## config.mk

```make
export PLATFORM = sky130hd
export DESIGN_NAME = control_unit
export DESIGN_NICKNAME = d
export VERILOG_FILES = /design/src/cu_pkg.sv /design/src/control_encoder.sv /design/src/control_unit.sv /design/src/cycle_sequencer.sv /design/src/instr_decoder.sv
export VERILOG_INCLUDE_DIRS = /design/src /design/src/src
export SDC_FILE = /design/constraint.sdc
export NUM_CORES = 1
export LEC_CHECK = 0
export ABC_AREA = 1
export BUFFER_PORTS_ARGS = -buffer_cell sky130_fd_sc_hd__clkbuf_2
export CAP_MARGIN = 20
export CORE_ASPECT_RATIO = 1.4
export CORE_MARGIN = 2
export CORE_UTILIZATION = 31
export CTS_CLUSTER_SIZE = 30
export DETAILED_ROUTE_END_ITERATION = 8
export PLACE_DENSITY = 0.53
export SYNTH_ARGS = -nofsm -noshare
export SYNTH_HDL_FRONTEND = slang
export SYNTH_SLANG_ARGS = --single-unit
export TNS_END_PERCENT = 30
```

## constraint.sdc

```tcl
create_clock -name clk -period 1.5 [get_ports clk]
set_clock_uncertainty 0.05 [all_clocks]
set_input_delay 0.075 -clock clk [delete_from_list [all_inputs] [get_ports clk]]
set_output_delay 0.075 -clock clk [all_outputs]
set_load 0.01 [all_outputs]
```

## src/cu_config.svh

```systemverilog
`ifndef CU_CONFIG_SVH
`define CU_CONFIG_SVH

// Instruction fields held by the datapath
// Opcode is bits 31:26 of the instruction word
`define CU_OPCODE_W 6

// Funct is bits 5:0, only meaningful for R-type
`define CU_FUNCT_W 6

// ALU operation select going out to the datapath ALU
// Four bits leave room for more operations later
`define CU_ALU_CTRL_W 4

// Sequencer state register
// Thirteen states used, so four bits cover them all
`define CU_STATE_W 4

// Width of the ALU B-operand mux select
// Register, constant four, immediate, shifted immediate
`define CU_SRC_B_W 2

`endif

```

## src/cu_pkg.sv

```systemverilog
`include "cu_config.svh"

package cu_pkg;

    // Opcodes supported by the control unit
    typedef enum logic [`CU_OPCODE_W-1:0] {
        OP_RTYPE = 6'h00,
        OP_J     = 6'h02,
        OP_BEQ   = 6'h04,
        OP_BNE   = 6'h05,
        OP_ADDI  = 6'h08,
        OP_SLTI  = 6'h0A,
        OP_ANDI  = 6'h0C,
        OP_ORI   = 6'h0D,
        OP_LUI   = 6'h0F,
        OP_LW    = 6'h23,
        OP_SW    = 6'h2B
    } opcode_t;

    // R-type funct codes
    typedef enum logic [`CU_FUNCT_W-1:0] {
        FN_ADD = 6'h20,
        FN_SUB = 6'h22,
        FN_AND = 6'h24,
        FN_OR  = 6'h25,
        FN_SLT = 6'h2A
    } funct_t;

    // ALU operations, encoding matches the datapath ALU
    typedef enum logic [`CU_ALU_CTRL_W-1:0] {
        ALU_AND = 4'd0,
        ALU_SUB = 4'd1,
        ALU_ADD = 4'd2,
        ALU_OR  = 4'd3,
        ALU_SLT = 4'd4,
        ALU_LUI = 4'd5
    } alu_op_t;

    // Instruction classes, each one has its own state path
    typedef enum logic [2:0] {
        CLS_ALU,
        CLS_LOAD,
        CLS_STORE,
        CLS_BRANCH,
        CLS_JUMP,
        CLS_ILLEGAL
    } instr_class_t;

    // ALU B-operand mux select
    typedef enum logic [`CU_SRC_B_W-1:0] {
        SRCB_REG       = 2'd0,
        SRCB_FOUR      = 2'd1,
        SRCB_IMM       = 2'd2,
        SRCB_IMM_SHIFT = 2'd3
    } src_b_t;

    // Register file write-back source
    typedef enum logic {
        WB_ALU,
        WB_MEM
    } wb_src_t;

    // Sequencer states
    typedef enum logic [`CU_STATE_W-1:0] {
        ST_IDLE,
        ST_FETCH,
        ST_DECODE,
        ST_EXECUTE,
        ST_ALU_WB,
        ST_ADDR,
        ST_LOAD,
        ST_MEM_WB,
        ST_STORE,
        ST_BR_ADDR,
        ST_BR_CMP,
        ST_JUMP,
        ST_DONE
    } state_t;

    // Decoder output shared by sequencer and encoder
    typedef struct packed {
        instr_class_t cls;
        alu_op_t      alu_op;
        src_b_t       src_b;
        // 1 selects rd, 0 selects rt
        logic         rd_dest;
        // Set for bne so the zero test is inverted
        logic         neg_branch;
    } decoded_t;

    // Control word driven to the datapath
    typedef struct packed {
        logic    iord;
        logic    mem_write;
        logic    mem_select;
        logic    ir_write;
        logic    data_write;
        wb_src_t mem_to_reg;
        logic    reg_dst;
        logic    reg_write;
        logic    rd_ff_en;
        logic    alu_src_a;
        src_b_t  alu_src_b;
        alu_op_t alu_control;
        logic    alu_result_en;
        logic    pc_src;
        logic    pc_write;
        logic    pc_en;
    } ctrl_word_t;

endpackage

```

## src/control_encoder.sv

```systemverilog
module control_encoder
    import cu_pkg::*;
(
    input  state_t     state,
    input  decoded_t   dec,
    input  logic       zero,
    output ctrl_word_t ctrl
);

    // High only in the branch compare state
    logic br_cmp;
    // Branch condition, zero inverted for bne
    logic br_taken;

    assign br_taken = zero ^ dec.neg_branch;

    always_comb
    begin
        // Every field idles at zero, IDLE and DONE keep it that way
        ctrl   = '0;
        br_cmp = 1'b0;

        case (state)
            ST_FETCH:
            begin
                // Load IR from ROM and compute PC plus four
                ctrl.ir_write    = 1'b1;
                ctrl.pc_write    = 1'b1;
                ctrl.alu_src_b   = SRCB_FOUR;
                ctrl.alu_control = ALU_ADD;
            end
            ST_DECODE:
            begin
                // Latch register file outputs into A and B
                ctrl.rd_ff_en  = 1'b1;
                ctrl.alu_src_a = 1'b1;
            end
            ST_EXECUTE:
            begin
                // Operation and B operand as decoded
                ctrl.alu_src_a     = 1'b1;
                ctrl.alu_src_b     = dec.src_b;
                ctrl.alu_control   = dec.alu_op;
                ctrl.alu_result_en = 1'b1;
            end
            ST_ALU_WB:
            begin
                // ALU result to rd for R-type, rt for immediates
                ctrl.reg_write  = 1'b1;
                ctrl.reg_dst    = dec.rd_dest;
                ctrl.mem_to_reg = WB_ALU;
            end
            ST_ADDR:
            begin
                // Effective address is base plus immediate
                ctrl.rd_ff_en      = 1'b1;
                ctrl.alu_src_a     = 1'b1;
                ctrl.alu_src_b     = SRCB_IMM;
                ctrl.alu_control   = ALU_ADD;
                ctrl.alu_result_en = 1'b1;
            end
            ST_LOAD:
            begin
                // Read RAM at ALUOut into the data register
                ctrl.iord       = 1'b1;
                ctrl.mem_select = 1'b1;
                ctrl.data_write = 1'b1;
            end
            ST_MEM_WB:
            begin
                // Loaded data goes to rt
                ctrl.reg_write  = 1'b1;
                ctrl.mem_to_reg = WB_MEM;
                ctrl.reg_dst    = 1'b0;
            end
            ST_STORE:
            begin
                // Write B into RAM at ALUOut
                ctrl.iord       = 1'b1;
                ctrl.mem_select = 1'b1;
                ctrl.mem_write  = 1'b1;
            end
            ST_BR_ADDR:
            begin
                // Branch target from PC plus shifted offset
                ctrl.alu_src_b     = SRCB_IMM_SHIFT;
                ctrl.alu_control   = ALU_ADD;
                ctrl.alu_result_en = 1'b1;
            end
            ST_BR_CMP:
            begin
                // Subtract to set zero, PC source is ALUOut
                ctrl.rd_ff_en    = 1'b1;
                ctrl.alu_src_a   = 1'b1;
                ctrl.alu_control = ALU_SUB;
                ctrl.pc_src      = 1'b1;
                br_cmp           = 1'b1;
            end
            ST_JUMP:
            begin
                // Unconditional PC update
                ctrl.pc_write = 1'b1;
                ctrl.pc_src   = 1'b1;
            end
            default:
            begin
                ctrl = '0;
            end
        endcase

        // PC register enable, either a plain write or a taken branch
        ctrl.pc_en = ctrl.pc_write | (br_cmp & br_taken);
    end

endmodule

```

## src/control_unit.sv

```systemverilog
module control_unit
    import cu_pkg::*;
(
    input  logic       clk,
    input  logic       reset,
    input  opcode_t    opcode,
    input  funct_t     funct,
    input  logic       zero,
    input  logic       req,
    output ctrl_word_t ctrl,
    output logic       ack,
    output logic       illegal
);

    decoded_t dec;
    state_t   state;

    // Opcode and funct to class and ALU fields
    instr_decoder u_decoder (
        .opcode (opcode),
        .funct  (funct),
        .dec    (dec)
    );

    // State walk and req/ack handshake
    cycle_sequencer u_sequencer (
        .clk     (clk),
        .reset   (reset),
        .req     (req),
        .cls     (dec.cls),
        .state   (state),
        .ack     (ack),
        .illegal (illegal)
    );

    // Control word for the current state
    control_encoder u_encoder (
        .state (state),
        .dec   (dec),
        .zero  (zero),
        .ctrl  (ctrl)
    );

endmodule

```

## src/cycle_sequencer.sv

```systemverilog
module cycle_sequencer
    import cu_pkg::*;
(
    input  logic         clk,
    input  logic         reset,
    input  logic         req,
    input  instr_class_t cls,
    output state_t       state,
    output logic         ack,
    output logic         illegal
);

    state_t state_next;

    // Next state, one step per clock
    // Only IDLE and DONE wait on the handshake
    always_comb
    begin
        state_next = state;
        case (state)
            ST_IDLE:
            begin
                // New instruction when the datapath raises req
                if (req)
                begin
                    state_next = ST_FETCH;
                end
            end
            ST_FETCH:   state_next = ST_DECODE;
            ST_DECODE:
            begin
                // The only branch point in the sequence
                case (cls)
                    CLS_ALU:     state_next = ST_EXECUTE;
                    CLS_LOAD:    state_next = ST_ADDR;
                    CLS_STORE:   state_next = ST_ADDR;
                    CLS_BRANCH:  state_next = ST_BR_ADDR;
                    CLS_JUMP:    state_next = ST_JUMP;
                    default:     state_next = ST_DONE;
                endcase
            end
            // ALU path
            ST_EXECUTE: state_next = ST_ALU_WB;
            ST_ALU_WB:  state_next = ST_DONE;
            // Address step is shared by lw and sw
            ST_ADDR:
            begin
                if (cls == CLS_LOAD)
                begin
                    state_next = ST_LOAD;
                end
                else
                begin
                    state_next = ST_STORE;
                end
            end
            ST_LOAD:    state_next = ST_MEM_WB;
            ST_MEM_WB:  state_next = ST_DONE;
            ST_STORE:   state_next = ST_DONE;
            // Branch target first, then the compare
            ST_BR_ADDR: state_next = ST_BR_CMP;
            ST_BR_CMP:  state_next = ST_DONE;
            ST_JUMP:    state_next = ST_DONE;
            ST_DONE:
            begin
                // Hold ack until the datapath drops req
                if (!req)
                begin
                    state_next = ST_IDLE;
                end
            end
            default:    state_next = ST_IDLE;
        endcase
    end

    always_ff @(posedge clk or negedge reset)
    begin
        if (!reset)
        begin
            state <= ST_IDLE;
        end
        else
        begin
            state <= state_next;
        end
    end

    // ack goes high on the edge that enters DONE
    // and low on the edge that leaves it
    always_ff @(posedge clk or negedge reset)
    begin
        if (!reset)
        begin
            ack <= 1'b0;
        end
        else
        begin
            ack <= (state_next == ST_DONE);
        end
    end

    // Captured when leaving DECODE, kept through DONE
    always_ff @(posedge clk or negedge reset)
    begin
        if (!reset)
        begin
            illegal <= 1'b0;
        end
        else if (state == ST_IDLE)
        begin
            illegal <= 1'b0;
        end
        else if (state == ST_DECODE)
        begin
            illegal <= (cls == CLS_ILLEGAL);
        end
    end

endmodule

```

## src/instr_decoder.sv

```systemverilog
module instr_decoder
    import cu_pkg::*;
(
    input  opcode_t  opcode,
    input  funct_t   funct,
    output decoded_t dec
);

    always_comb
    begin
        // Anything not matched below stays illegal
        dec.cls        = CLS_ILLEGAL;
        dec.alu_op     = ALU_ADD;
        dec.src_b      = SRCB_IMM;
        dec.rd_dest    = 1'b0;
        dec.neg_branch = 1'b0;

        case (opcode)
            OP_RTYPE:
            begin
                // Register operands, result goes to rd
                dec.src_b   = SRCB_REG;
                dec.rd_dest = 1'b1;
                // ALU operation comes from funct
                dec.cls     = CLS_ALU;
                case (funct)
                    FN_ADD: dec.alu_op = ALU_ADD;
                    FN_SUB: dec.alu_op = ALU_SUB;
                    FN_AND: dec.alu_op = ALU_AND;
                    FN_OR:  dec.alu_op = ALU_OR;
                    FN_SLT: dec.alu_op = ALU_SLT;
                    default:
                    begin
                        // Unknown funct is an undefined instruction
                        dec.cls = CLS_ILLEGAL;
                    end
                endcase
            end
            // Immediate ALU operations, result goes to rt
            OP_ADDI:
            begin
                dec.cls    = CLS_ALU;
                dec.alu_op = ALU_ADD;
            end
            OP_ANDI:
            begin
                dec.cls    = CLS_ALU;
                dec.alu_op = ALU_AND;
            end
            OP_ORI:
            begin
                dec.cls    = CLS_ALU;
                dec.alu_op = ALU_OR;
            end
            OP_SLTI:
            begin
                dec.cls    = CLS_ALU;
                dec.alu_op = ALU_SLT;
            end
            OP_LUI:
            begin
                dec.cls    = CLS_ALU;
                dec.alu_op = ALU_LUI;
            end
            // Memory access, base plus offset is an add
            OP_LW:  dec.cls = CLS_LOAD;
            OP_SW:  dec.cls = CLS_STORE;
            // Branches compare by subtraction
            OP_BEQ:
            begin
                dec.cls    = CLS_BRANCH;
                dec.alu_op = ALU_SUB;
            end
            OP_BNE:
            begin
                dec.cls        = CLS_BRANCH;
                dec.alu_op     = ALU_SUB;
                dec.neg_branch = 1'b1;
            end
            OP_J:   dec.cls = CLS_JUMP;
            default:
            begin
                dec.cls = CLS_ILLEGAL;
            end
        endcase
    end

endmodule

```

==> impl_metrics.ini <==
[status]
status = finished, final reports clean

[floorplan]
top_level_ports = 38
placementRows = 23
start_util_pct = 32.87
die_x_um = 50.69
dieArea_mm2 = 0.003516
core_mm2 = 0.002878
die_h_um = 69.36

[synthesis]
yosysWarningCount = 0
synth-simple-area-share_pct = 57.67
syn_nets = 176
synth_xor_area_share_pct = 0.9259
synth_edf_count = 0
synth-seq-area-share_pct = 15.87
synth_top_family_by_area = simple AND/OR/NAND/NOR gates
yosysTopAreaCellShare_pct = 15.87
synth_mux_area_share_pct = 0
synth.distinct_cells = 28
syn_inst = 160
synth-adder-area-share_pct = 0
synthArstFlopShare_pct = 100.0
synth_top_area_cell = dfrtp_1
synthTopCellsByCount = nand2_1 (28), nor2_1 (24), inv_1 (23), nand3_1 (14), inv_2 (12)
synthTopCellsByArea = dfrtp_1 (16%), nand2_1 (11%), nor2_1 (9.5%), inv_1 (9.1%), nand3_1 (7.4%)
syn_avg_cell_area_um2 = 5.912
ys.flop_type = dfrtp_1
synth_most_common_cell = nand2_1
synth-compound-area-share_pct = 9.259
netlist_area_um2 = 945.9
ys_ff_latch = 6

[routing]
maxUsedRoutingLayer = met4
ant_nets = 0
drc = 0
via_count = 1129
dr_wl_met2_mm = 1.462
m1WireLength_um = 947
wirelength_mm = 2.570
detail_route.wl_per_cell_um = 10.66
drt_iter0_markers = 13
dr.pass1.iters = 4
drt-vias-per-instance = 4.685
dr_wl_met3_um = 136

[setup_path]
max_stage_delay_ns = 0.42
cp_cell_sequence = inv_2 -> nor2_4 -> inv_2 -> nor2_4 -> inv_1 -> nand2_1 -> o21bai_1 -> buf_2
cp.buffers_inverters = 4
end_kind = primary output
crit_required_ns = 1.37
worstSetupPathType = reg -> out
setup.worst_path.start_class = flip-flop
arrival_ns = 1.35
crit_path_max_fanout = 4
cp_slowest_cell = dfrtp_2
path_delay_family = flip-flops

[clocking]
cts_tree = built
cts-root-buf = clkbuf_8
htree_levels = 1
cts_buffers = 3
clk_path_buf_depth = 2
clock_sinks = 6
clk_pin_slew_ns = 0.03
clk_latency_ns = 0.22

[global_route]
grtUsageTotal_pct = 15.42
first_global_vias = 1045
grt_first_pass_wirelength_mm = 4.326
grt_overflow_total = 0
antenna_found_initial = 0
grt_max_degree = 10

[timing]
max_freq_ghz = 0.6798
finalHoldViolations = 0
finalCriticalPeriod_ns = 1.471
setup_ws_ns = 0.02895
rsz0062_at_grt = yes
finalMaxSlewViolations = 0
setup_viol = 0
post-route-period-util_pct = 98.07

[hold_path]
hold_class = in -> reg

[placement]
dp_hpwl_mm = 2.263
routabilityCongestion = 0.8745
dp_slack_ns = 0.06770
dp_cells = 234
port_buffers = 36

[power]
p_leak_nw = 0.7140
powerDensity_mw_per_mm2 = 1529
ir_worst_vdd_mv = 0.6554

[layout]
nNetsFinal = 222
drive_above_1_share_pct = 49.02
areaGrowthSynthToFinish_pct = 39.55
diodes = 0
fin_cells = 241

[flow_run]
timing.max_cap.violations = 0
-- logic make-up (layout without fill, tap and decap cells) --
logic type	Yosys count	count (layout)
other cells	1	1
xor+xnor	1	1
compound gates	15	15
flops	6	6
buf+inv	38	82
simple gates	99	99
-- sequential cells by signal (all words and copies together), names as in the netlist --
| name | cells |
|---|---|
| u_sequencer.ack | 1 |
| u_sequencer.illegal | 1 |
| u_sequencer.state | 4 |
-- where the power goes --
part           total (W)  leakage (nW)  switching (W)  internal, W
registers       0.000391        0.0723       0.000135     0.000257
clock network   0.000234        0.0216      0.0000622     0.000172
logic            0.00139         0.620       0.000832     0.000561
-- worst register-to-register path, delay by kind of cell (launching register included) --
family	cells	cell delay [ns]
simple gates	5	0.65
flops	1	0.46
buf+inv	2	0.20
-- path summary, 6_finish.rpt --
check / start / endpoint / slack [ns] / cells past startpoint
hold / removal: req / u_sequencer.state[0] / 0.07 / 3
hold reg to reg: u_sequencer.illegal / u_sequencer.illegal / 0.52 / 2
setup / recovery: u_sequencer.state[0] / ctrl[0] / 0.03 / 8
max in group asynchronous: reset / u_sequencer.state[2] / 1.08 / 2
min in group asynchronous: reset / u_sequencer.ack / 0.16 / 2
setup reg to reg: u_sequencer.state[2] / u_sequencer.ack / 0.05 / 7
-- layout by cell type, fill, tap and decap left out, types with 4 or more instances in the layout --
cell,count
buf_2,9
buf_4,5
clkbuf_2,27
dfrtp_2,4
inv_1,18
inv_2,17
nand2_1,27
nand2_2,6
nand3_1,14
nor2_1,19
nor2_2,8
nor2_4,9
-- through the flow --
stage	setup TNS, ns	area [um2]	hold WS [ns]	power, W	utilization (%)
2_1_floorplan	0	945.9	-0.2706	0.001150	-
3_3_place_gp	0	1180	-0.1466	0.001562	41.00
3_5_place_dp	0	1180	-0.1430	0.001555	41.00
4_1_cts	-0.07293	1269	0.06827	0.001905	44.09
5_1_grt	-0.1207	1320	0.1096	0.002190	45.87
6_report	0	1320	0.07416	0.002018	45.87
-- cell type report --
cell class	count	area, um2
fill	326	1558
multi-input combinational	116	703.2
sequential	6	155.1
inverter	36	135.1
tap	37	46.29
timing repair buffer	43	239.0
clock buffer	3	41.29
-- timing repair --
item,in CTS,in global routing
endpoints found under the setup margin,9,12
pin swaps,1,5
gates resized for setup,12,25
hold buffers,1,0
endpoints found under the hold margin,6,0
buffers inserted,2,1
-- per-layer routing --
| layer | global-route usage [%] | vias up |
|---|---|---|
| met5 | 0 | - |
| met4 | 5.105 | 0 |
| met3 | 2.371 | 2 |
| met2 | 29.97 | 35 |
| met1 | 16.05 | 500 |
| li1 | - | 592 |
(Power assumes the default switching activity.)
